===== config.mk =====
export PLATFORM = sky130hd
export DESIGN_NAME = issuePort
export DESIGN_NICKNAME = d
export VERILOG_FILES = /design/src/source/pipePkg.sv /design/src/source/issuePort.sv
export SDC_FILE = /design/constraint.sdc
export NUM_CORES = 1
export LEC_CHECK = 0
export ABC_CLOCK_PERIOD_IN_PS = 2580
export BUFFER_PORTS_ARGS = -buffer_cell sky130_fd_sc_hd__buf_2
export CORE_UTILIZATION = 40
export CTS_CLUSTER_DIAMETER = 150
export DETAILED_ROUTE_END_ITERATION = 10
export PLACE_DENSITY = 0.89
export SLEW_MARGIN = 20
export SYNTH_ARGS = -nofsm -noshare
export SYNTH_HDL_FRONTEND = slang
export SYNTH_SLANG_ARGS = --single-unit

===== constraint.sdc =====
create_clock -name clock -period 2.58 [get_ports clock]
set_clock_uncertainty 0.1 [all_clocks]
set_input_delay 0.387 -clock clock [delete_from_list [all_inputs] [get_ports clock]]
set_output_delay 0.387 -clock clock [all_outputs]
set_load 0.1 [all_outputs]

===== src/source/pipePkg.sv =====
`default_nettype none

package pipePkg;

	////////////////////////////////////////////////////////////////////////////
	// Widths and base types
	////////////////////////////////////////////////////////////////////////////

	localparam int DataWidth = 32;   // One word
	localparam int RegAddrWidth = 5; // 32 registers

	typedef logic [RegAddrWidth-1:0] regAddrT;
	typedef logic [DataWidth-1:0] wordT;

	// Opcode in bits 6..0, anything else is a no-op
	typedef enum logic [6:0] {
		opAluReg = 7'h33, // rd = rs1 op rs2
		opAddImm = 7'h13, // rd = rs1 + imm
		opLoad = 7'h03,   // rd = mem[rs1 + imm]
		opStore = 7'h23   // mem[rs1 + imm] = reg named by rd field
	} opcodeT;

	// ALU function in bits 25..22
	typedef enum logic [3:0] {
		aluAdd = 4'd0,
		aluSub = 4'd1,
		aluMul = 4'd2,
		aluSll = 4'd3,
		aluSrl = 4'd4,
		aluSra = 4'd5,
		aluAnd = 4'd6,
		aluOr = 4'd7,
		aluXor = 4'd8
	} aluOpT;

	////////////////////////////////////////////////////////////////////////////
	// Staging register payloads
	////////////////////////////////////////////////////////////////////////////

	typedef struct packed {
		wordT rs1Value;
		wordT rs3Value;   // Store data
		wordT op2Value;   // rs2 value or immediate
		regAddrT rs1;
		regAddrT rs2;     // Zero when the immediate is selected
		regAddrT rs3;
		regAddrT rd;
		aluOpT aluOp;
		logic regWrite;
		logic memRead;
		logic memWrite;
	} decExT;

	typedef struct packed {
		wordT result;     // ALU result or memory address
		wordT storeData;
		regAddrT rd;
		logic regWrite;
		logic memRead;
		logic memWrite;
	} exMemT;

	// Register file write port, also the pipeline result
	typedef struct packed {
		logic valid;
		regAddrT rd;
		wordT data;
	} wbT;

endpackage

`default_nettype wire


===== src/source/issuePort.sv =====
`timescale 1ns/10ps
`default_nettype none

module issuePort import pipePkg::*; (
	input logic clock,
	input logic reset,
	input logic req,
	input wordT instr,
	output logic ack,
	output logic fetched,
	output wordT instruction
);

	// Four-phase receive states
	typedef enum logic {
		idle,  // Waiting for req high
		acked  // Ack up, waiting for req low
	} stateT;

	stateT state;

	assign ack = (state == acked);

	always_ff @(posedge clock) begin
		if (reset) begin
			state <= idle;
			fetched <= 1'b0;
		end else begin
			fetched <= 1'b0; // Single-cycle pulse
			case (state)
				idle: begin
					if (req) begin
						state <= acked;
						fetched <= 1'b1;
					end
				end
				acked: begin
					if (!req) state <= idle; // Host done, drop ack
				end
				default: state <= idle;
			endcase
		end
	end

	// Capture register, loaded as ack rises
	always_ff @(posedge clock) begin
		if (state == idle && req) instruction <= instr;
	end

endmodule

`default_nettype wire


## After elaboration in Yosys (flattened, before gate mapping)

Cells that the tools add are included.

| storage, ports and cells | value |
|---|---|
| register bits after elaboration | 34 |
| latch bits | 0 |
| bits in writable memories | 0 |
| ROM bits | 0 |
| logic and storage cells | 7 |
| memories | 0 |

| operators by class | value |
|---|---|
| $add $sub $neg | 0 |
| multipliers | 0 |
| div/mod/pow operators | 0 |
| order comparisons | 0 |
| equality and inequality tests | 0 |
| shifts and indexed selects | 0 |
| muxes and demuxes | 1 |
| bitwise logic cells | 1 |
| reductions and logical operators | 2 |

Operators with widths:

| kind | number |
|---|---|
| $reduce_or A2 Y1 | 1 |
| $logic_and A1 B1 Y1 | 1 |
| $mux W1 | 1 |
| $not A1 Y1 | 1 |

## Longest topological paths before layout

| depth | value |
|---|---|
| word-level depth | 2 |
| mapped depth | 1 |
| gate-level depth less buffers | 1 |

## Worst setup path before layout

Ideal clock, no wire load.

| timing path | value |
|---|---|
| path type | reg-to-reg |
| start | register state (netlist: ack) |
| end | register instruction[0], enable pin |
| library setup time | 0.424 ns |
| arrival | 2.250 ns |
| path slack | -0.195 ns |
| cell stages (with the launch flop) | 2 |
| clock period less this slack | 2.775 ns |
| path through | dfxtp_1 > nor2b_1 |

| on the way | value |
|---|---|
| cells in the longest elaborated chain, start to end | 2 |

RTL lines:

| what | line | RTL |
|---|---|---|
| from (decl) | issuePort.sv:20 | `stateT state;` |
| from (signal assigned) | issuePort.sv:26 | `state <= idle;` |
| from (signal assigned) | issuePort.sv:33 | `state <= acked;` |
| from (signal assigned) | issuePort.sv:38 | `if (!req) state <= idle;` |
| $not A1 Y1 | n/a |  |
| $logic_and A1 B1 Y1 | issuePort.sv:47 | `if (state == idle && req) instruction <= instr;` |
| to (signal assigned) | issuePort.sv:47 |  |
| to (decl) | issuePort.sv:11 | `output wordT instruction` |

Every way passes these cells.
A chain may end at the register's enable or synchronous reset.

## Final worst setup path

| timing path | value |
|---|---|
| start | register state (netlist: ack) |
| end | output ack |

RTL lines:

| what | line | RTL |
|---|---|---|
| to (decl) | issuePort.sv:9 | `output logic ack,` |

No word-level cell between the ends.

==> impl_metrics.env <==
export IMPL_outcome="complete, no violations"
export IMPL_dp_hpwl_mm=1.46
export IMPL_synth_cell_types=4
export IMPL_p_per_area_nw_per_um2=822
export IMPL_post_route_util=0.640
export IMPL_cts_sinks=34
export IMPL_cts_tree="built"
export IMPL_grt_pass1_vias=590
export IMPL_synth_avg_cell_area_um2=27.7
export IMPL_cp_max_fo=3
export IMPL_cp_depth=1
export IMPL_hold_path_class="input port to register"
export IMPL_clk_pin_slew_ps=110
export IMPL_io_pins=69
export IMPL_ys_ff_latch=34
export IMPL_clock_power_share=0.245
export IMPL_cts_buffers=5
export IMPL_postCtsSetupBuffers=0
export IMPL_die_x_um=52.6
export IMPL_holdBufCountCts=0
export IMPL_coreArea_um2=2320
export IMPL_power_leakage_nw=0.646
export IMPL_cap_violations=0
export IMPL_crit_family="buffers and inverters"
export IMPL_reg2reg_depth=2
export IMPL_grt_pass1_wl_mm=2.59
export IMPL_fmax_mhz=592
export IMPL_clock_latency_ps=320
export IMPL_rr_endpoint="instruction[24]"
export IMPL_cp_data_arrival_time_ps=1200
export IMPL_routed_wl_mm=1.83
export IMPL_synth_nets=72
export IMPL_synth_area_um2=1030
export IMPL_wl_met2_um=892
export IMPL_critical_path_max_stage_delay_ps=460
export IMPL_h_tree_depth=2
export IMPL_startpoint_type="register"
export IMPL_drtAntennaViolNets=0
export IMPL_antenna_cells=0
export IMPL_intPower_w=0.000809
export IMPL_wl_met1_um=665
export IMPL_drtIter0Drc=5
export IMPL_critical_path_buf_inv_count=1
export IMPL_initial_utilization=0.443
export IMPL_tns_ps=0
export IMPL_antenna_found_initial=0
export IMPL_syn_inst=37
export IMPL_rows=17
export IMPL_ir_drop_mv=0.624
export IMPL_drt_pass1_iter_count=2
export IMPL_cp_required_ps=2090
export IMPL_clock_tree_buffer_depth=2
export IMPL_port_buffers=68
export IMPL_criticalPathCategory="register to output port"
export IMPL_sequentialPowerShare=0.529
export IMPL_wl_per_cell_um=12.8
export IMPL_end_kind="output port"
export IMPL_gr_total_overflow=0
export IMPL_period_share=0.655
export IMPL_dr_wl_met3_um=237
export IMPL_r2r_setup_slack_ps=1130
export IMPL_drv_slew=0
export IMPL_cts_repair_resize_count=0
export IMPL_yosysSeqAreaShare=0.976
export IMPL_path_cells="buf_2"
export IMPL_finalHoldViolCount=0
export IMPL_rsz0062_at_grt="no"
export IMPL_cpMaxStageDelayCell="buf_2"
export IMPL_dieArea_um2=2770
export IMPL_die_y_um=52.6
export IMPL_sw_frac_of_total=0.337
export IMPL_slew_limit_headroom=0.670
export IMPL_track_usage=0.146
export IMPL_power_switching_w=0.000411
export IMPL_worst_pin_slew_ps=499
export IMPL_vias=632
export IMPL_setup_viol=0
export IMPL_routed_top_layer="met4"
export IMPL_cts_root_buffer="clkbuf_4"
export IMPL_crit_start="ack"
export IMPL_nets=149
export IMPL_synth_warning_count=0
export IMPL_critPathCapture="ack"
export IMPL_drive_above_1_share=0.696
export IMPL_area_delta_synth_final_pct=44.5
export IMPL_period_needed_ps=1690
export IMPL_rr_startpoint="ack"
export IMPL_combPwrFrac=0.226
export IMPL_drcViolationCount=0
export IMPL_grt_max_degree=14
export IMPL_vias_per_cell=4.42
export IMPL_routabilityCongestion=0.725
flip-flops by register name, summed over array words and instances (netlist names):
register / flops
instruction: 32
ack: 1
fetched: 1
power by group through the flow:
| stage | registers (W) | logic (W) | clock network (W) |
|---|---|---|---|
| 5_1_grt | 0.000648 | 0.000283 | 0.000329 |
| 2_1_floorplan | 0.000868 | 0.0000107 | 0 |
| 3_5_place_dp | 0.000658 | 0.000277 | 0 |
| 3_3_place_gp | 0.000657 | 0.000274 | 0 |
| 4_1_cts | 0.000646 | 0.000277 | 0.000307 |
| 6_report | 0.000645 | 0.000275 | 0.000299 |
cells in the mapped netlist:
cell | number | area share
dfxtp_1 | 2 | 0.039
edfxtp_1 | 32 | 0.94
nor2b_1 | 2 | 0.012
nor3b_2 | 1 | 0.012
stage by stage:
| step | total power [W] | worst slack [ps] | cell area (µm²) | hold WS (ps) | instances |
|---|---|---|---|---|---|
| floorplan | 0.000879 | 406 | 1030 | 358 | 37 |
| global placement | 0.000931 | 1020 | 1420 | 359 | 135 |
| detailed placement | 0.000935 | 976 | 1420 | 395 | 135 |
| CTS | 0.00123 | 869 | 1480 | 107 | 143 |
| global route | 0.00126 | 835 | 1480 | 95.2 | 143 |
| finish | 0.00122 | 891 | 1480 | 117 | 143 |
cells in the final DEF, fill, tap and decap left out:
cell and count:
nor2b_1 1, nor2b_2 1, clkinvlp_4 1, edfxtp_1 32
buf_2 68, nor3b_2 1, clkbuf_4 5, clkbuf_8 1
clkinv_2 1, dfxtp_1 2, buf_4 2
how the worst min path moves through the flow:
| stage | slack [ps] | start | to | cells after the start |
|---|---|---|---|---|
| finish | 120 | instr[7] | instruction[7] | 1 |
| global placement | 360 | ack | fetched | 1 |
| global route | 100 | instr[23] | instruction[23] | 1 |
| detailed placement | 390 | ack | fetched | 1 |
| floorplan | 360 | reset | fetched | 1 |
| CTS | 110 | instr[12] | instruction[12] | 1 |
layout make-up:
cell class	count	area, µm²
sequential	34	1000
fill	187	836
timing repair buffer	70	355
clock buffer	6	51.3
tap	28	35.0
multi-input combinational	3	27.5
clock inverter	2	12.5
metal layers:
layer	track usage	vias up
li1	-	299
met1	0.144	279
met2	0.238	51
met3	0.0928	3
met4	0.0658	0
met5	0	-
cell families (layout without fill, tap and decap cells):
logic type             after synthesis  in the layout  share of synthesized area
AND/OR/NAND/NOR                      3              3                     0.0244
flip-flops                          34             34                      0.976
buffers and inverters                0             78                          0
Power figures use the tool's default switching activity.
