$ cat src/source/pipePkg.sv
`default_nettype none

package pipePkg;

	////////////////////////////////////////////////////////////////////////////
	// Widths and base types
	////////////////////////////////////////////////////////////////////////////

	localparam int DataWidth = 32;   // One word
	localparam int RegAddrWidth = 5; // 32 registers

	typedef logic [RegAddrWidth-1:0] regAddrT;
	typedef logic [DataWidth-1:0] wordT;

	// Opcode in bits 6..0, anything else is a no-op
	typedef enum logic [6:0] {
		opAluReg = 7'h33, // rd = rs1 op rs2
		opAddImm = 7'h13, // rd = rs1 + imm
		opLoad = 7'h03,   // rd = mem[rs1 + imm]
		opStore = 7'h23   // mem[rs1 + imm] = reg named by rd field
	} opcodeT;

	// ALU function in bits 25..22
	typedef enum logic [3:0] {
		aluAdd = 4'd0,
		aluSub = 4'd1,
		aluMul = 4'd2,
		aluSll = 4'd3,
		aluSrl = 4'd4,
		aluSra = 4'd5,
		aluAnd = 4'd6,
		aluOr = 4'd7,
		aluXor = 4'd8
	} aluOpT;

	////////////////////////////////////////////////////////////////////////////
	// Staging register payloads
	////////////////////////////////////////////////////////////////////////////

	typedef struct packed {
		wordT rs1Value;
		wordT rs3Value;   // Store data
		wordT op2Value;   // rs2 value or immediate
		regAddrT rs1;
		regAddrT rs2;     // Zero when the immediate is selected
		regAddrT rs3;
		regAddrT rd;
		aluOpT aluOp;
		logic regWrite;
		logic memRead;
		logic memWrite;
	} decExT;

	typedef struct packed {
		wordT result;     // ALU result or memory address
		wordT storeData;
		regAddrT rd;
		logic regWrite;
		logic memRead;
		logic memWrite;
	} exMemT;

	// Register file write port, also the pipeline result
	typedef struct packed {
		logic valid;
		regAddrT rd;
		wordT data;
	} wbT;

endpackage

`default_nettype wire

$ cat src/source/executeStage.sv
`timescale 1ns/10ps
`default_nettype none

module executeStage import pipePkg::*; (
	input logic clock,
	input logic reset,
	input decExT decEx,
	input wbT wb,
	output exMemT exMem
);

	wordT aluIn1;
	wordT aluIn2;
	wordT storeData;
	wordT aluResult;
	aluOpT aluOp;
	exMemT exNext;

	// Take the writeback word when it targets this operand
	function automatic wordT forward(wbT bypass, regAddrT idx, wordT value);
		wordT picked;
		picked = value;
		if (bypass.valid && bypass.rd == idx && idx != '0) picked = bypass.data;
		return picked;
	endfunction

	////////////////////////////////////////////////////////////////////////////
	// Forwarding select
	////////////////////////////////////////////////////////////////////////////

	always_comb begin
		aluIn1 = forward(wb, decEx.rs1, decEx.rs1Value);
		aluIn2 = forward(wb, decEx.rs2, decEx.op2Value);   // rs2 zero on immediate
		storeData = forward(wb, decEx.rs3, decEx.rs3Value);
	end

	// Address generation always adds
	assign aluOp = (decEx.memRead || decEx.memWrite) ? aluAdd : decEx.aluOp;

	////////////////////////////////////////////////////////////////////////////
	// ALU
	////////////////////////////////////////////////////////////////////////////

	always_comb begin
		case (aluOp)
			aluAdd: aluResult = aluIn1 + aluIn2;
			aluSub: aluResult = aluIn1 - aluIn2;
			aluMul: aluResult = aluIn1 * aluIn2;                    // Low word only
			aluSll: aluResult = aluIn1 << aluIn2[4:0];
			aluSrl: aluResult = aluIn1 >> aluIn2[4:0];
			aluSra: aluResult = wordT'($signed(aluIn1) >>> aluIn2[4:0]);
			aluAnd: aluResult = aluIn1 & aluIn2;
			aluOr: aluResult = aluIn1 | aluIn2;
			aluXor: aluResult = aluIn1 ^ aluIn2;
			default: aluResult = aluIn1 + aluIn2;                   // Unknown codes add
		endcase
	end

	always_comb begin
		exNext.result = aluResult;
		exNext.storeData = storeData;
		exNext.rd = decEx.rd;
		exNext.regWrite = decEx.regWrite;
		exNext.memRead = decEx.memRead;
		exNext.memWrite = decEx.memWrite;
	end

	////////////////////////////////////////////////////////////////////////////
	// Execute/memory staging register
	////////////////////////////////////////////////////////////////////////////

	always_ff @(posedge clock) begin
		exMem <= exNext;
		if (reset) begin
			exMem.regWrite <= 1'b0;
			exMem.memRead <= 1'b0;
			exMem.memWrite <= 1'b0;
		end
	end

endmodule

`default_nettype wire

$ cat config.mk
export PLATFORM = sky130hd
export DESIGN_NAME = executeStage
export DESIGN_NICKNAME = d
export VERILOG_FILES = /design/src/source/pipePkg.sv /design/src/source/executeStage.sv
export SDC_FILE = /design/constraint.sdc
export NUM_CORES = 2
export LEC_CHECK = 0
export BUFFER_PORTS_ARGS = -buffer_cell sky130_fd_sc_hd__buf_4
export CAP_MARGIN = 20
export CELL_PAD_IN_SITES_DETAIL_PLACEMENT = 2
export CELL_PAD_IN_SITES_GLOBAL_PLACEMENT = 2
export CORE_MARGIN = 8
export CORE_UTILIZATION = 30
export CTS_BUF_LIST = sky130_fd_sc_hd__clkbuf_4 sky130_fd_sc_hd__clkbuf_8 sky130_fd_sc_hd__clkbuf_16
export CTS_CLUSTER_DIAMETER = 100
export CTS_CLUSTER_SIZE = 25
export DETAILED_ROUTE_END_ITERATION = 8
export PLACE_DENSITY_LB_ADDON = 0.1
export SLEW_MARGIN = 10
export SYNTH_ARGS = -nofsm -noshare
export SYNTH_HDL_FRONTEND = slang
export SYNTH_SLANG_ARGS = --single-unit
$ cat constraint.sdc
create_clock -name clock -period 18 [get_ports clock]
set_clock_uncertainty 0.1 [all_clocks]
set_input_delay 1.8 -clock clock [delete_from_list [all_inputs] [get_ports clock]]
set_output_delay 1.8 -clock clock [all_outputs]
set_load 0.005 [all_outputs]
Word level (Yosys, flattened, before mapping)
Cells that the tools add are included.

Output and inout port bits: 72. Word-level logic and storage cells: 41. Bits in registers: 72. Input bits: 163.

Equality and inequality tests: 11. Multiply operators: 1. Bitwise gates (word level): 3. Shift-type cells: 3. Multiplexer cells: 5. Reductions and logical operators: 10. $add $sub $neg: 2.

Operator list (number): 32-bit one-hot mux with 8 select lines (1); 32-bit 2-to-1 mux (3); 32-bit adder (1); 32-bit AND (1); 32-bit by 32-bit multiplier with 32-bit output (1); 32-bit OR (1); 32-bit by 5-bit left shift with 32-bit output (1); 32-bit by 5-bit right shift with 32-bit output (1); 32-bit by 5-bit >>> shifter with 32-bit output (1); 32-bit subtractor (1); 32-bit XOR (1); 4-bit by 3-bit equality test with 1-bit output (second input constant) (4); 5-bit equality test (3); 5-bit nonzero test (3); 4-bit by 2-bit equality test with 1-bit output (second input constant) (2); 1-bit logical AND (6); 4-bit by 1-bit equality test with 1-bit output (second input constant) (1); 4-bit equality test (second input constant) (1); 4-bit 2-to-1 mux (1); 1-bit logical OR (1).

Depth between registers and ports, before layout
Word-level depth: 6. Gate-level depth with buffers: 40. Mapped depth without buffers: 34.

Worst setup path after synthesis
OpenSTA, ideal clock, no wires.

Kind: in2reg. Start point: input decEx[20] (netlist bit). End point: register exMem[68] (netlist bit). Setup time: 0.122 ns. Cell stages on the path: 36. Slack: 7.557 ns. Arrival time: 10.221 ns. Cell sequence: nor4_2 -> o21ai_4 -> nand3_4 -> buf_12 -> buf_8 -> mux2_4 -> inv_2 -> buf_2 -> buf_1 -> clkbuf_1 -> buf_1 -> nor2_1 -> fa_1 -> inv_1 -> fa_1 -> fa_1 -> fa_1 -> inv_1 -> fa_1 -> inv_1 -> fa_1 -> inv_1 -> fa_1 -> fa_1 -> ha_1 -> a21o_1 -> a21oi_1 -> o21bai_1 -> a21o_1 -> a21oi_1 -> o21ai_0 -> a21o_1 -> nand2_1 -> a21oi_1 -> xor2_1 -> a221o_1.

Cells in the longest elaborated chain, start to end: 6. Elaborated cells on any way between the ends: 15.

Ends and longest elaborated chain: from (decl) (RTL line executeStage.sv:7) `input decExT decEx,`; 5-bit equality test (RTL line executeStage.sv:23) `if (bypass.valid && bypass.rd == idx && idx != '0) picked = bypass.data;`; 1-bit logical AND (RTL line executeStage.sv:23); 1-bit logical AND (*) (RTL line executeStage.sv:23); 32-bit 2-to-1 mux (*) (RTL line executeStage.sv:23); 32-bit by 32-bit multiplier with 32-bit output (tied with other cells) (RTL line executeStage.sv:48) `aluMul: aluResult = aluIn1 * aluIn2;`; 32-bit one-hot mux with 8 select lines (*) (RTL line executeStage.sv:45) `case (aluOp)`; named net aluResult[28] (RTL line executeStage.sv:15) `wordT aluResult;`; to (signal assigned) (RTL line executeStage.sv:73) `exMem <= exNext;`; to (decl) (RTL line executeStage.sv:9) `output exMemT exMem`.

Mark *: on every way through the listed nets, which the timed path passes. The rest lies on a longest branch. A chain may end at the register's enable or synchronous reset.

Worst setup path in the final report
Start point: input decEx[20] (netlist bit). End point: register exMem[66] (netlist bit).

Same word-level chain as after synthesis.

==> summary.md <==
| Metric | Value |
|---|---|
| CTS Hold Bufs | 0 |
| Status | finished, final reports clean |
| CP startpoint | decEx[20] |
| Synthesized instance count | 3,109 |
| Largest register FFs | 72 |
| Post-DP HPWL | 114,500 µm |
| Fraction of layout cells with a size suffix above 1 | 14.59% |
| CP required | 18,150 ps |
| Detail Route Antenna Nets | 0 |
| Synth Warn # | 0 |
| Crit end category | register |
| Synth async-reset ratio | 0% |
| Top Ports | 235 |
| CTS resizes | 0 |
| Max Fanout on Critical Path | 48 |
| Gr usage total | 29.91% |
| Slowest-stage cell, CP | fa_1 |
| Layout area overhead | 12.69% |
| Mapped Area | 25,780 µm² |
| Hold Vio Cnt, Final | 0 |
| Crit-path most repeated cell | fa_1 |
| Setup TNS | 0 ps |
| Initial antenna violation count | 3 |
| CTS root buf | clkbuf_16 |
| Routability congestion estimate | 0.9370 |
| Final WL | 144,200 µm |
| Starting Density | 30.28% |
| Inserted Clock Buffers | 9 |
| Crit-path max cell delay | 600 ps |
| Die X | 309.2 µm |
| Total core area | 85,150 µm² |
| Die height | 309.2 µm |
| # DRC | 0 |
| Fin crit share | 62.54% |
| Biggest regs | exMem: 72 flops |
| Number of global-route vias before repair | 28,390 |
| First-pass GRT wire length | 206,400 µm |
| Rows | 107 |
| Share of the synthesized area in the top cell type | 31.75% |
| DR vias/cell | 5.540 |
| Main synth FF type | dfxtp_1 |
| EDFF count, synth | 0 |
| WL/cell | 32.75 µm |
| Setup bufs post-CTS | 0 |
| FF+latch count, synth | 72 |
| TritonCTS clock tree | done |
| Worst Tran Pin Value | 1294 ps |
| Longest Clk Path Bufs | 2 |
| Largest net degree at the start of global routing | 57 |
| Maxcap violations | 0 |
| Yosys top cell by area | fa_1 |
| CTS sink cnt | 72 |
| Drt initial violations | 1,614 |
| Yosys cell types | 94 |
| Share of the yosys chip area belonging to registers | 5.590% |
| Drt pass-1 iters | 5 |
| Highest Clock Rate | 88.83 MHz |
| Vias | 24,390 |
| Crit Path Category | input port to register |
| Register with the most flip-flops | exMem |
| Startpoint types | input port |
| Final setup fails | 0 |
| Rel. slew slack | 11.51% |
| Fin crit period | 11,260 ps |
| Hold Startpoint | decEx[10] |
| Clock-pin transition on the worst setup and hold timing paths | 80 ps |
| PortBufs | 234 |
| Max-slew violations | 0 |
| Synthesized Nets | 3,901 |
| RSZ-0062 raised after global routing | false |
| Mean Syn Cell Area | 8.294 µm² |
| H-tree levels | 3 |
| Worst Path Arrival | 11,410 ps |
| Largest cells by area after synthesis | fa_1, ha_1, nor2_1 |
| Hold/Removal Path Class | input port to register |
| Die Area | 95,590 µm² |
| Nets | 4,043 |
| Total global routing overflow | 0 |
cells in the final DEF, fill, tap and decap left out, types with 33 or more instances in the layout:
cell,instances
xor2_1,33
buf_4,297
mux2_2,62
a21oi_1,124
nor3_1,36
o21ai_0,105
xnor2_1,101
ha_1,220
fa_1,409
nor2_1,451
nand2_1,305
inv_1,409
mux2i_1,102
dfxtp_1,72
critical path: cells and delay by family:
kind	cells	cell delay, ps
AO/OA/AOI/OAI	10	1820
XOR/XNOR	1	370
adder cells (fa/ha/maj)	9	4490
buffers and inverters	7	1680
multiplexers	1	350
AND/OR/NAND/NOR	5	810
layout make-up:
| type | instances | area (µm²) |
|---|---|---|
| fill | 9683 | 56090 |
| clock inverter | 7 | 102.6 |
| timing repair buffer | 299 | 2243 |
| inverter | 447 | 1694 |
| sequential | 72 | 1441 |
| multi-input combinational | 2422 | 21910 |
| antenna | 3 | 7.507 |
| tap | 1144 | 1431 |
| clock buffer | 9 | 225.2 |
Yosys cell counts, types with 12 or more instances:
cell type / number
a31oi_1: 17
o221ai_1: 13
nand2_1: 306
nand2b_1: 19
nor2_1: 452
o21ai_0: 105
o31ai_1: 13
xor2_1: 33
inv_1: 409
a21o_1: 29
mux2_2: 61
nand3_1: 20
buf_1: 38
a211oi_1: 30
a21oi_1: 124
xnor2_1: 101
o211ai_1: 25
dfxtp_1: 72
a22oi_1: 20
ha_1: 220
fa_1: 409
mux2i_2: 12
and3_1: 16
o22ai_1: 19
nor3_1: 37
buf_2: 25
inv_2: 27
a221oi_1: 18
clkbuf_1: 93
mux2i_1: 105
stage by stage:
stage	area, µm²	worst slack (ps)	cells	hold WS [ps]	util [%]
after global routing	29050	6408	4400	1377	34.12
after detailed placement	28720	6494	4384	1806	33.73
after floorplan	25780	7557	3109	1728	-
after global placement	28710	6207	4382	1805	33.71
final	29060	6742	4403	1394	34.13
after CTS	29050	6905	4400	1365	34.12
logic make-up (layout without fill, tap and decap cells):
| family | after synthesis | in the layout | share of synthesized area, % |
|---|---|---|---|
| and+or+nand+nor | 944 | 944 | 15.64 |
| adders and majority gates | 629 | 629 | 42.43 |
| buffers and inverters | 615 | 762 | 9.545 |
| AOI/OAI and AO/OA | 510 | 510 | 12.94 |
| muxes | 195 | 195 | 8.502 |
| xor gates and xnor gates | 144 | 144 | 5.352 |
| DFF | 72 | 72 | 5.590 |
| other | 0 | 3 | 0 |
metal layers:
metal,vias up,track usage (%),wire (µm)
li1,10410,-,-
met1,12910,37.06,59450
met2,854,51.10,69450
met3,220,4.703,8057
met4,0,13.38,7266
met5,-,0,0
final timing paths:
path	to	slack, ps	cells past startpoint
hold / removal	exMem[6]$_DFF_P_	1390	1
setup / recovery	exMem[66]$_DFF_P_	6740	33
Power is left out: the tool's default activity adds up to more than one toggle a clock period on the data nets, which glitch-free logic cannot reach.
