--- src/source/pipePkg.sv ---
`default_nettype none

package pipePkg;

	////////////////////////////////////////////////////////////////////////////
	// Widths and base types
	////////////////////////////////////////////////////////////////////////////

	localparam int DataWidth = 32;   // One word
	localparam int RegAddrWidth = 5; // 32 registers

	typedef logic [RegAddrWidth-1:0] regAddrT;
	typedef logic [DataWidth-1:0] wordT;

	// Opcode in bits 6..0, anything else is a no-op
	typedef enum logic [6:0] {
		opAluReg = 7'h33, // rd = rs1 op rs2
		opAddImm = 7'h13, // rd = rs1 + imm
		opLoad = 7'h03,   // rd = mem[rs1 + imm]
		opStore = 7'h23   // mem[rs1 + imm] = reg named by rd field
	} opcodeT;

	// ALU function in bits 25..22
	typedef enum logic [3:0] {
		aluAdd = 4'd0,
		aluSub = 4'd1,
		aluMul = 4'd2,
		aluSll = 4'd3,
		aluSrl = 4'd4,
		aluSra = 4'd5,
		aluAnd = 4'd6,
		aluOr = 4'd7,
		aluXor = 4'd8
	} aluOpT;

	////////////////////////////////////////////////////////////////////////////
	// Staging register payloads
	////////////////////////////////////////////////////////////////////////////

	typedef struct packed {
		wordT rs1Value;
		wordT rs3Value;   // Store data
		wordT op2Value;   // rs2 value or immediate
		regAddrT rs1;
		regAddrT rs2;     // Zero when the immediate is selected
		regAddrT rs3;
		regAddrT rd;
		aluOpT aluOp;
		logic regWrite;
		logic memRead;
		logic memWrite;
	} decExT;

	typedef struct packed {
		wordT result;     // ALU result or memory address
		wordT storeData;
		regAddrT rd;
		logic regWrite;
		logic memRead;
		logic memWrite;
	} exMemT;

	// Register file write port, also the pipeline result
	typedef struct packed {
		logic valid;
		regAddrT rd;
		wordT data;
	} wbT;

endpackage

`default_nettype wire

--- src/source/decodeStage.sv ---
`timescale 1ns/10ps
`default_nettype none

module decodeStage import pipePkg::*; (
	input logic clock,
	input logic reset,
	input logic fetched,
	input wordT instruction,
	output regAddrT readAddr1,
	output regAddrT readAddr2,
	output regAddrT readAddr3,
	input wordT readData1,
	input wordT readData2,
	input wordT readData3,
	output decExT decEx
);

	opcodeT opcode;
	regAddrT rd;
	wordT immediate;
	logic useImm;   // Second operand is the immediate
	decExT decNext;

	////////////////////////////////////////////////////////////////////////////
	// Field split
	////////////////////////////////////////////////////////////////////////////

	assign opcode = opcodeT'(instruction[6:0]);
	assign rd = instruction[11:7];              // Also rs3 for stores
	assign readAddr1 = instruction[16:12];
	assign readAddr2 = instruction[21:17];
	assign readAddr3 = instruction[11:7];
	assign immediate = {{17{instruction[31]}}, instruction[31:17]}; // Sign-extend 15 bits

	always_comb begin
		decNext = '0;
		decNext.rs1Value = readData1;
		decNext.rs3Value = readData3;
		decNext.rs1 = readAddr1;
		decNext.rs3 = readAddr3;
		decNext.rd = rd;
		decNext.aluOp = aluOpT'(instruction[25:22]);
		useImm = 1'b1;
		case (opcode)
			opAluReg: begin
				useImm = 1'b0;
				decNext.regWrite = (rd != '0);
			end
			opAddImm: begin
				decNext.aluOp = aluAdd; // Immediate bits overlap the function field
				decNext.regWrite = (rd != '0);
			end
			opLoad: begin
				decNext.memRead = 1'b1;
				decNext.regWrite = (rd != '0);
			end
			opStore: decNext.memWrite = 1'b1;
			default: ; // No-op, all flags clear
		endcase
		decNext.op2Value = useImm ? immediate : readData2;
		decNext.rs2 = useImm ? regAddrT'(0) : readAddr2; // No rs2 forwarding on immediates
	end

	////////////////////////////////////////////////////////////////////////////
	// Decode/execute staging register
	////////////////////////////////////////////////////////////////////////////

	always_ff @(posedge clock) begin
		if (fetched) decEx <= decNext;
		if (reset || !fetched) begin   // Bubble
			decEx.regWrite <= 1'b0;
			decEx.memRead <= 1'b0;
			decEx.memWrite <= 1'b0;
		end
	end

endmodule

`default_nettype wire

--- config.mk ---
export PLATFORM = sky130hd
export DESIGN_NAME = decodeStage
export DESIGN_NICKNAME = d
export VERILOG_FILES = /design/src/source/pipePkg.sv /design/src/source/decodeStage.sv
export SDC_FILE = /design/constraint.sdc
export NUM_CORES = 1
export LEC_CHECK = 0
export BUFFER_PORTS_ARGS = -buffer_cell sky130_fd_sc_hd__buf_2
export CORE_MARGIN = 5
export CORE_UTILIZATION = 30
export CTS_CLUSTER_SIZE = 30
export DETAILED_ROUTE_END_ITERATION = 8
export GPL_TIMING_DRIVEN = 0
export PLACE_DENSITY = 0.69
export RECOVER_POWER = 25
export SETUP_SLACK_MARGIN = 0.02
export SLEW_MARGIN = 20
export SYNTH_ARGS = -nofsm -noshare
export SYNTH_HDL_FRONTEND = slang
export SYNTH_SLANG_ARGS = --single-unit
--- constraint.sdc ---
create_clock -name clock -period 1.55 [get_ports clock]
set_clock_uncertainty 0.15 [all_clocks]
set_input_delay 0.2325 -clock clock [delete_from_list [all_inputs] [get_ports clock]]
set_output_delay 0.2325 -clock clock [all_outputs]
set_load 0.005 [all_outputs]
### Yosys cells after proc, flatten, opt, wreduce, memory -nomap -nowiden

Index checks and enable logic that the tools add are counted.

* equal/unequal tests: 4
* mux-type cells: 4
* reductions and logical operators: 4

Operator list (count)
* $mux 32: 1
* $eq 7x6->1 const B: 2
* $eq 7x2->1 const B: 1
* $eq 7x5->1 const B: 1
* $reduce_bool 5->1: 1
* $mux 1: 3
* $reduce_or 3->1: 1
* $logic_not 1->1: 1
* $logic_or 1x1->1: 1

* register bits: 118
* input bits: 131
* output and inout bits: 138
* logic and storage cells: 22

### Depth between registers and ports, before layout

Gate-level depths: netlist of run 1.

* depth after elaboration: 3
* gate-level depth with buffers: 6
* mapped depth without buffers: 3

### Worst setup path before layout of run 1

No wires, ideal clock.

* path kind: input port to flip-flop
* start point: in instruction[2]
* end point: reg decEx[29] in the netlist's numbering (data pin)
* setup time: 0.260 ns
* data arrival time: 1.246 ns
* data required time: 1.140 ns
* path slack: -0.106 ns
* cell stages on the path: 5
* buffers on the path: 2
* cells stage by stage: and4bb_4 and2_4 buf_6 buf_12 mux2_4

RTL lines
* start: declaration: line decodeStage.sv:8 `input wordT instruction,`
* end signal: assignment: line decodeStage.sv:69 `if (fetched) decEx <= decNext;`
* end: declaration: line decodeStage.sv:15 `output decExT decEx`

### Worst setup path in the final report of run 1

* start point: in instruction[14]
* end point: out readAddr1[2]

RTL lines
* end: declaration: line decodeStage.sv:9 `output regAddrT readAddr1,`

No word-level cell between the ends.

==> flow_summary.json, run 1 <==
{
  "first_pass_iters": 4,
  "rsz0062_at_grt": "no",
  "drv_slew": 0,
  "hold_path_class": "primary input to register",
  "die_area_mm2": 0.0165,
  "drv_cap": 0,
  "via_per_inst": 4.21,
  "drtIter0Drc": 113,
  "max-clock-path-buffers": 2,
  "wl_per_cell_um": 16.6,
  "syn_inst": 198,
  "worstPathMaxFanout": 2,
  "io_pins": 269,
  "area_growth_pct": 81.0,
  "cp-end-kind": "primary output",
  "dpl-instance-area_mm2": 0.00582,
  "synth_nets": 329,
  "drt_wl_total_um": 13200,
  "worstMarginPinSlew_ns": 0.473,
  "reg_top3": "decEx: 118 flops",
  "worstPathArrival_ns": 1.12,
  "diodes": 0,
  "numCtsBuffers": 17,
  "fin_crit_ns": 1.50,
  "yosysWarnings": 0,
  "drc_errors": 0,
  "dr_total_vias": 3327,
  "power_density_mw_per_mm2": 1170,
  "dpl.hpwl_um": 8780,
  "grt_use_total_pct": 15.8,
  "antenna_left": 0,
  "core_area_mm2": 0.0138,
  "fin_nets": 730,
  "grt_max_degree": 63,
  "yosysSeqAreaShare_pct": 83.2,
  "regMostFlops": "decEx",
  "antenna_found_initial": 0,
  "layout_commonest_cell": "buf_2",
  "synth_area_per_cell_um2": 21.3,
  "cts_tree": "yes",
  "fillers": 1064,
  "hold_violations": 0,
  "port_buffers": 268,
  "relSlewSlack_pct": 68.4,
  "largest_register_ffs": 118,
  "dieWidth_um": 129,
  "crit_required_ns": 1.17,
  "drive_above_1_share_pct": 54.5,
  "final_cell_mix": "258 x buf_2, 123 x dlygate4sd3_1, 115 x edfxtp_1, 20 x buf_4, 18 x a21o_1",
  "leakagePower_uw": 0.00343,
  "synth-seq-cells": 118,
  "grt_pass1_wl_um": 19500,
  "htree_levels": 4,
  "synth_area_mm2": 0.00422,
  "ir_drop_uv": 478,
  "total_power_uw": 8960,
  "gp_routability_congestion": 0.799,
  "status": "finished clean",
  "die_h_um": 129,
  "start_util_pct": 30.5,
  "synth.distinct_cells": 21,
  "rows": 43,
  "clock_sinks": 118,
  "root_buffer": "clkbuf_16",
  "fin_crit_sh_pct": 97.0,
  "setup_viol": 0,
  "grt_pass1_vias": 3722,
  "timing.fmax_ghz": 0.665,
  "overflow": 0,
  "design_area_mm2": 0.00764,
  "min_path_cells": 2,
  "critPathKind": "primary input to primary output",
  "clkSlewWorstSetupHoldPaths_ns": 0.05,
  "start_kind": "primary input"
}
[worst max-delay path: stages]
cell and delay [ns]:
dlygate4sd3_1 0.53, clkbuf_1 0.12, buf_4 0.13, buf_2 0.11
[worst paths after layout]
path	startpoint	end	slack, ns
max	instruction[14]	readAddr1[2]	0.05
min	instruction[17]	decEx[17]	0.01
[power by group]
| group | leakage, uW | internal (uW) | total [uW] | switching (uW) |
|---|---|---|---|---|
| sequential | 0.00115 | 3780 | 3840 | 67.5 |
| clock | 0.000309 | 2830 | 4180 | 1350 |
| combinational | 0.00198 | 568 | 935 | 367 |
[logic make-up (layout without fill, tap and decap cells)]
family                 after synthesis  after routing  synth area share, %
DFF                                118            118                 83.2
buffers and inverters               27            440                 5.16
AOI/OAI and AO/OA                   20             20                 3.68
and+or+nand+nor                     19             19                 3.14
muxes                               14             14                 4.80
[per-stage QoR]
stage | utilization (%) | hold slack [ns] | TNS [ns] | cells | setup WS [ns]
after CTS | 55.6 | -0.0128 | 0 | 801 | 0.0331
final | 55.3 | 0.0123 | 0 | 791 | 0.0461
after detailed placement | 42.1 | 0.261 | -6.36 | 647 | -0.332
after global routing | 55.3 | 0.00447 | 0 | 791 | 0.0377
after floorplan | - | 0.159 | -1.23 | 198 | -0.104
after global placement | 41.9 | 0.260 | -128.27 | 646 | -1.36
[layer usage]
layer  part of all wire (%)  vias up  global-route usage [%]  routed length (um)
li1                       -     1556                       -                   -
met1                     35     1545                    15.9                4650
met2                     50      204                    27.6                6620
met3                     12       22                    8.01                1600
met4                    2.2        0                    6.36                 295
met5                      0        -                       0                   0
[cell usage after synthesis]
library cell | n | area share [%]
a21boi_2 | 1 | 0.27
buf_6 | 3 | 0.80
inv_1 | 1 | 0.089
a21o_1 | 18 | 3.2
and3b_1 | 1 | 0.21
nor3b_1 | 1 | 0.18
dfxtp_1 | 3 | 1.4
and2_1 | 4 | 0.59
nand4b_1 | 2 | 0.42
edfxtp_1 | 115 | 82
and3_1 | 5 | 0.74
buf_12 | 1 | 0.47
and2_4 | 1 | 0.21
nor2_1 | 2 | 0.18
and4bb_4 | 1 | 0.39
a221oi_1 | 1 | 0.21
nor3_1 | 2 | 0.24
buf_2 | 2 | 0.24
mux2_4 | 12 | 4.3
buf_4 | 20 | 3.6
mux2_2 | 2 | 0.53
[cell type report]
| type | instances | area (um2) | area share, % |
|---|---|---|---|
| sequential | 118 | 3510 | 46.0 |
| timing repair buffer | 382 | 2560 | 33.5 |
| multi-input combinational | 53 | 495 | 6.48 |
| clock buffer | 17 | 425 | 5.57 |
| tap | 180 | 225 | 2.95 |
| buffer | 26 | 214 | 2.80 |
| clock inverter | 14 | 208 | 2.72 |
| inverter | 1 | 3.75 | 0.0491 |
[repair_timing]
item	in CTS	in global routing
gates resized for setup	0	2
hold buffers	123	0
endpoints found under the setup margin	0	11
hold endpoints to repair	115	0
buffers inserted	0	0
No activity file was read; power rests on OpenSTA's default activity.
==> run 2: changes to the inputs <==
--- a/config.mk
+++ b/config.mk
@@ -5,13 +5,13 @@
 export SDC_FILE = /design/constraint.sdc
 export NUM_CORES = 1
 export LEC_CHECK = 0
-export BUFFER_PORTS_ARGS = -buffer_cell sky130_fd_sc_hd__buf_2
 export CORE_MARGIN = 5
 export CORE_UTILIZATION = 30
 export CTS_CLUSTER_SIZE = 30
 export DETAILED_ROUTE_END_ITERATION = 8
+export DONT_BUFFER_PORTS = 1
 export GPL_TIMING_DRIVEN = 0
-export PLACE_DENSITY = 0.69
+export PLACE_DENSITY = 0.52
 export RECOVER_POWER = 25
 export SETUP_SLACK_MARGIN = 0.02
 export SLEW_MARGIN = 20
==> flow_summary.json, run 2 <==
{
  "synth_top_area_share_pct": 81.8,
  "synth_area_per_cell_um2": 21.3,
  "dpl-instance-area_mm2": 0.00445,
  "htree_levels": 4,
  "status": "stopped before the end",
  "rows": 43,
  "lastStage": "4_1_cts",
  "max-clock-path-buffers": 2,
  "synth_area_mm2": 0.00422,
  "netlist_top_cells_count": "115 x edfxtp_1, 20 x buf_4, 18 x a21o_1",
  "gp_routability_congestion": 0.676,
  "synth.distinct_cells": 21,
  "die_h_um": 129,
  "io_pins": 269,
  "dieWidth_um": 129,
  "yosys-top-cells-area": "edfxtp_1 82%, mux2_4 4.3%, buf_4 3.6%",
  "start_util_pct": 30.5,
  "async_flop_share_pct": 0,
  "cts_resized": 0,
  "port_buffers": 0,
  "synth_edf_count": 115,
  "yosysSeqAreaShare_pct": 83.2,
  "postCtsHoldBufs": 101,
  "post-place-ws_ns": -0.236,
  "error": "[ERROR RSZ-0060] Max buffer count reached.",
  "cts_setup_buffers": 0,
  "synth_flop_cell": "edfxtp_1",
  "synth-seq-cells": 118,
  "clock_sinks": 118,
  "dpl.hpwl_um": 7260,
  "yosys.area.top_type": "edfxtp_1",
  "synth_nets": 329,
  "numCtsBuffers": 17,
  "yosysWarnings": 0,
  "synth.most_common_cell": "edfxtp_1",
  "root_buffer": "clkbuf_16",
  "syn_inst": 198
}
==> run 2: cell families after synthesis <==
family	synth area share, %
and+or+nand+nor	3.14
AOI/OAI and AO/OA	3.68
DFF	83.2
muxes	4.80
buffers and inverters	5.16
==> run 2: through the flow <==
stage          setup TNS [ns]  instances
3_5_place_dp            -3.36        378
3_3_place_gp            -3.00        378
2_1_floorplan           -1.23        198
==> run 3: changes to the inputs <==
--- a/config.mk
+++ b/config.mk
@@ -6,14 +6,12 @@
 export NUM_CORES = 1
 export LEC_CHECK = 0
 export CORE_MARGIN = 5
-export CORE_UTILIZATION = 30
-export CTS_CLUSTER_SIZE = 30
+export CORE_UTILIZATION = 20
 export DETAILED_ROUTE_END_ITERATION = 8
 export DONT_BUFFER_PORTS = 1
 export GPL_TIMING_DRIVEN = 0
-export PLACE_DENSITY = 0.52
+export PLACE_DENSITY_LB_ADDON = 0.15
 export RECOVER_POWER = 25
-export SETUP_SLACK_MARGIN = 0.02
 export SLEW_MARGIN = 20
 export SYNTH_ARGS = -nofsm -noshare
 export SYNTH_HDL_FRONTEND = slang
==> constraint.sdc (replaced) <==
create_clock -name clock -period 2 [get_ports clock]
set_clock_uncertainty 0.15 [all_clocks]
set_input_delay 0.3 -clock clock [delete_from_list [all_inputs] [get_ports clock]]
set_output_delay 0.3 -clock clock [all_outputs]
set_load 0.005 [all_outputs]
==> flow_summary.json, run 3 <==
{
  "status": "stopped before the end",
  "lastStage": "4_1_cts",
  "error": "[ERROR RSZ-0060] Max buffer count reached.",
  "numCtsBuffers": 17,
  "cts_setup_buffers": 0,
  "dieWidth_um": 155,
  "cts_resized": 0,
  "start_util_pct": 20.2,
  "yosysSeqAreaShare_pct": 83.2,
  "netlist_top_cells_count": "115 x edfxtp_1, 20 x buf_4, 18 x a21o_1",
  "root_buffer": "clkbuf_16",
  "synth_top_area_share_pct": 81.8,
  "yosysWarnings": 0,
  "synth_area_per_cell_um2": 21.3,
  "postCtsHoldBufs": 102,
  "gp_routability_congestion": 0.724,
  "dpl.hpwl_um": 8240,
  "yosys-top-cells-area": "edfxtp_1 82%, mux2_4 4.3%, buf_4 3.6%",
  "die_h_um": 155,
  "yosys.area.top_type": "edfxtp_1",
  "synth-seq-cells": 118,
  "port_buffers": 0,
  "clock_sinks": 118,
  "max-clock-path-buffers": 2,
  "rows": 53,
  "io_pins": 269,
  "synth_flop_cell": "edfxtp_1",
  "synth_area_mm2": 0.00422,
  "synth_edf_count": 115,
  "dpl-instance-area_mm2": 0.00457,
  "htree_levels": 4,
  "synth.distinct_cells": 21,
  "async_flop_share_pct": 0,
  "synth_nets": 329,
  "synth.most_common_cell": "edfxtp_1",
  "syn_inst": 198
}
run 3: metrics by stage:
stage          hold slack (ns)  util [%]  worst slack (ns)  std cells
2_1_floorplan            0.226         -             0.277        198
3_3_place_gp             0.231      21.9            0.0592        473
3_5_place_dp             0.232      21.9            0.0461        473
run 3: logic make-up after synthesis:
| group | count (synthesis) | share of synthesized area, % |
|---|---|---|
| buffers and inverters | 27 | 5.16 |
| and+or+nand+nor | 19 | 3.14 |
| muxes | 14 | 4.80 |
| AOI/OAI and AO/OA | 20 | 3.68 |
| DFF | 118 | 83.2 |
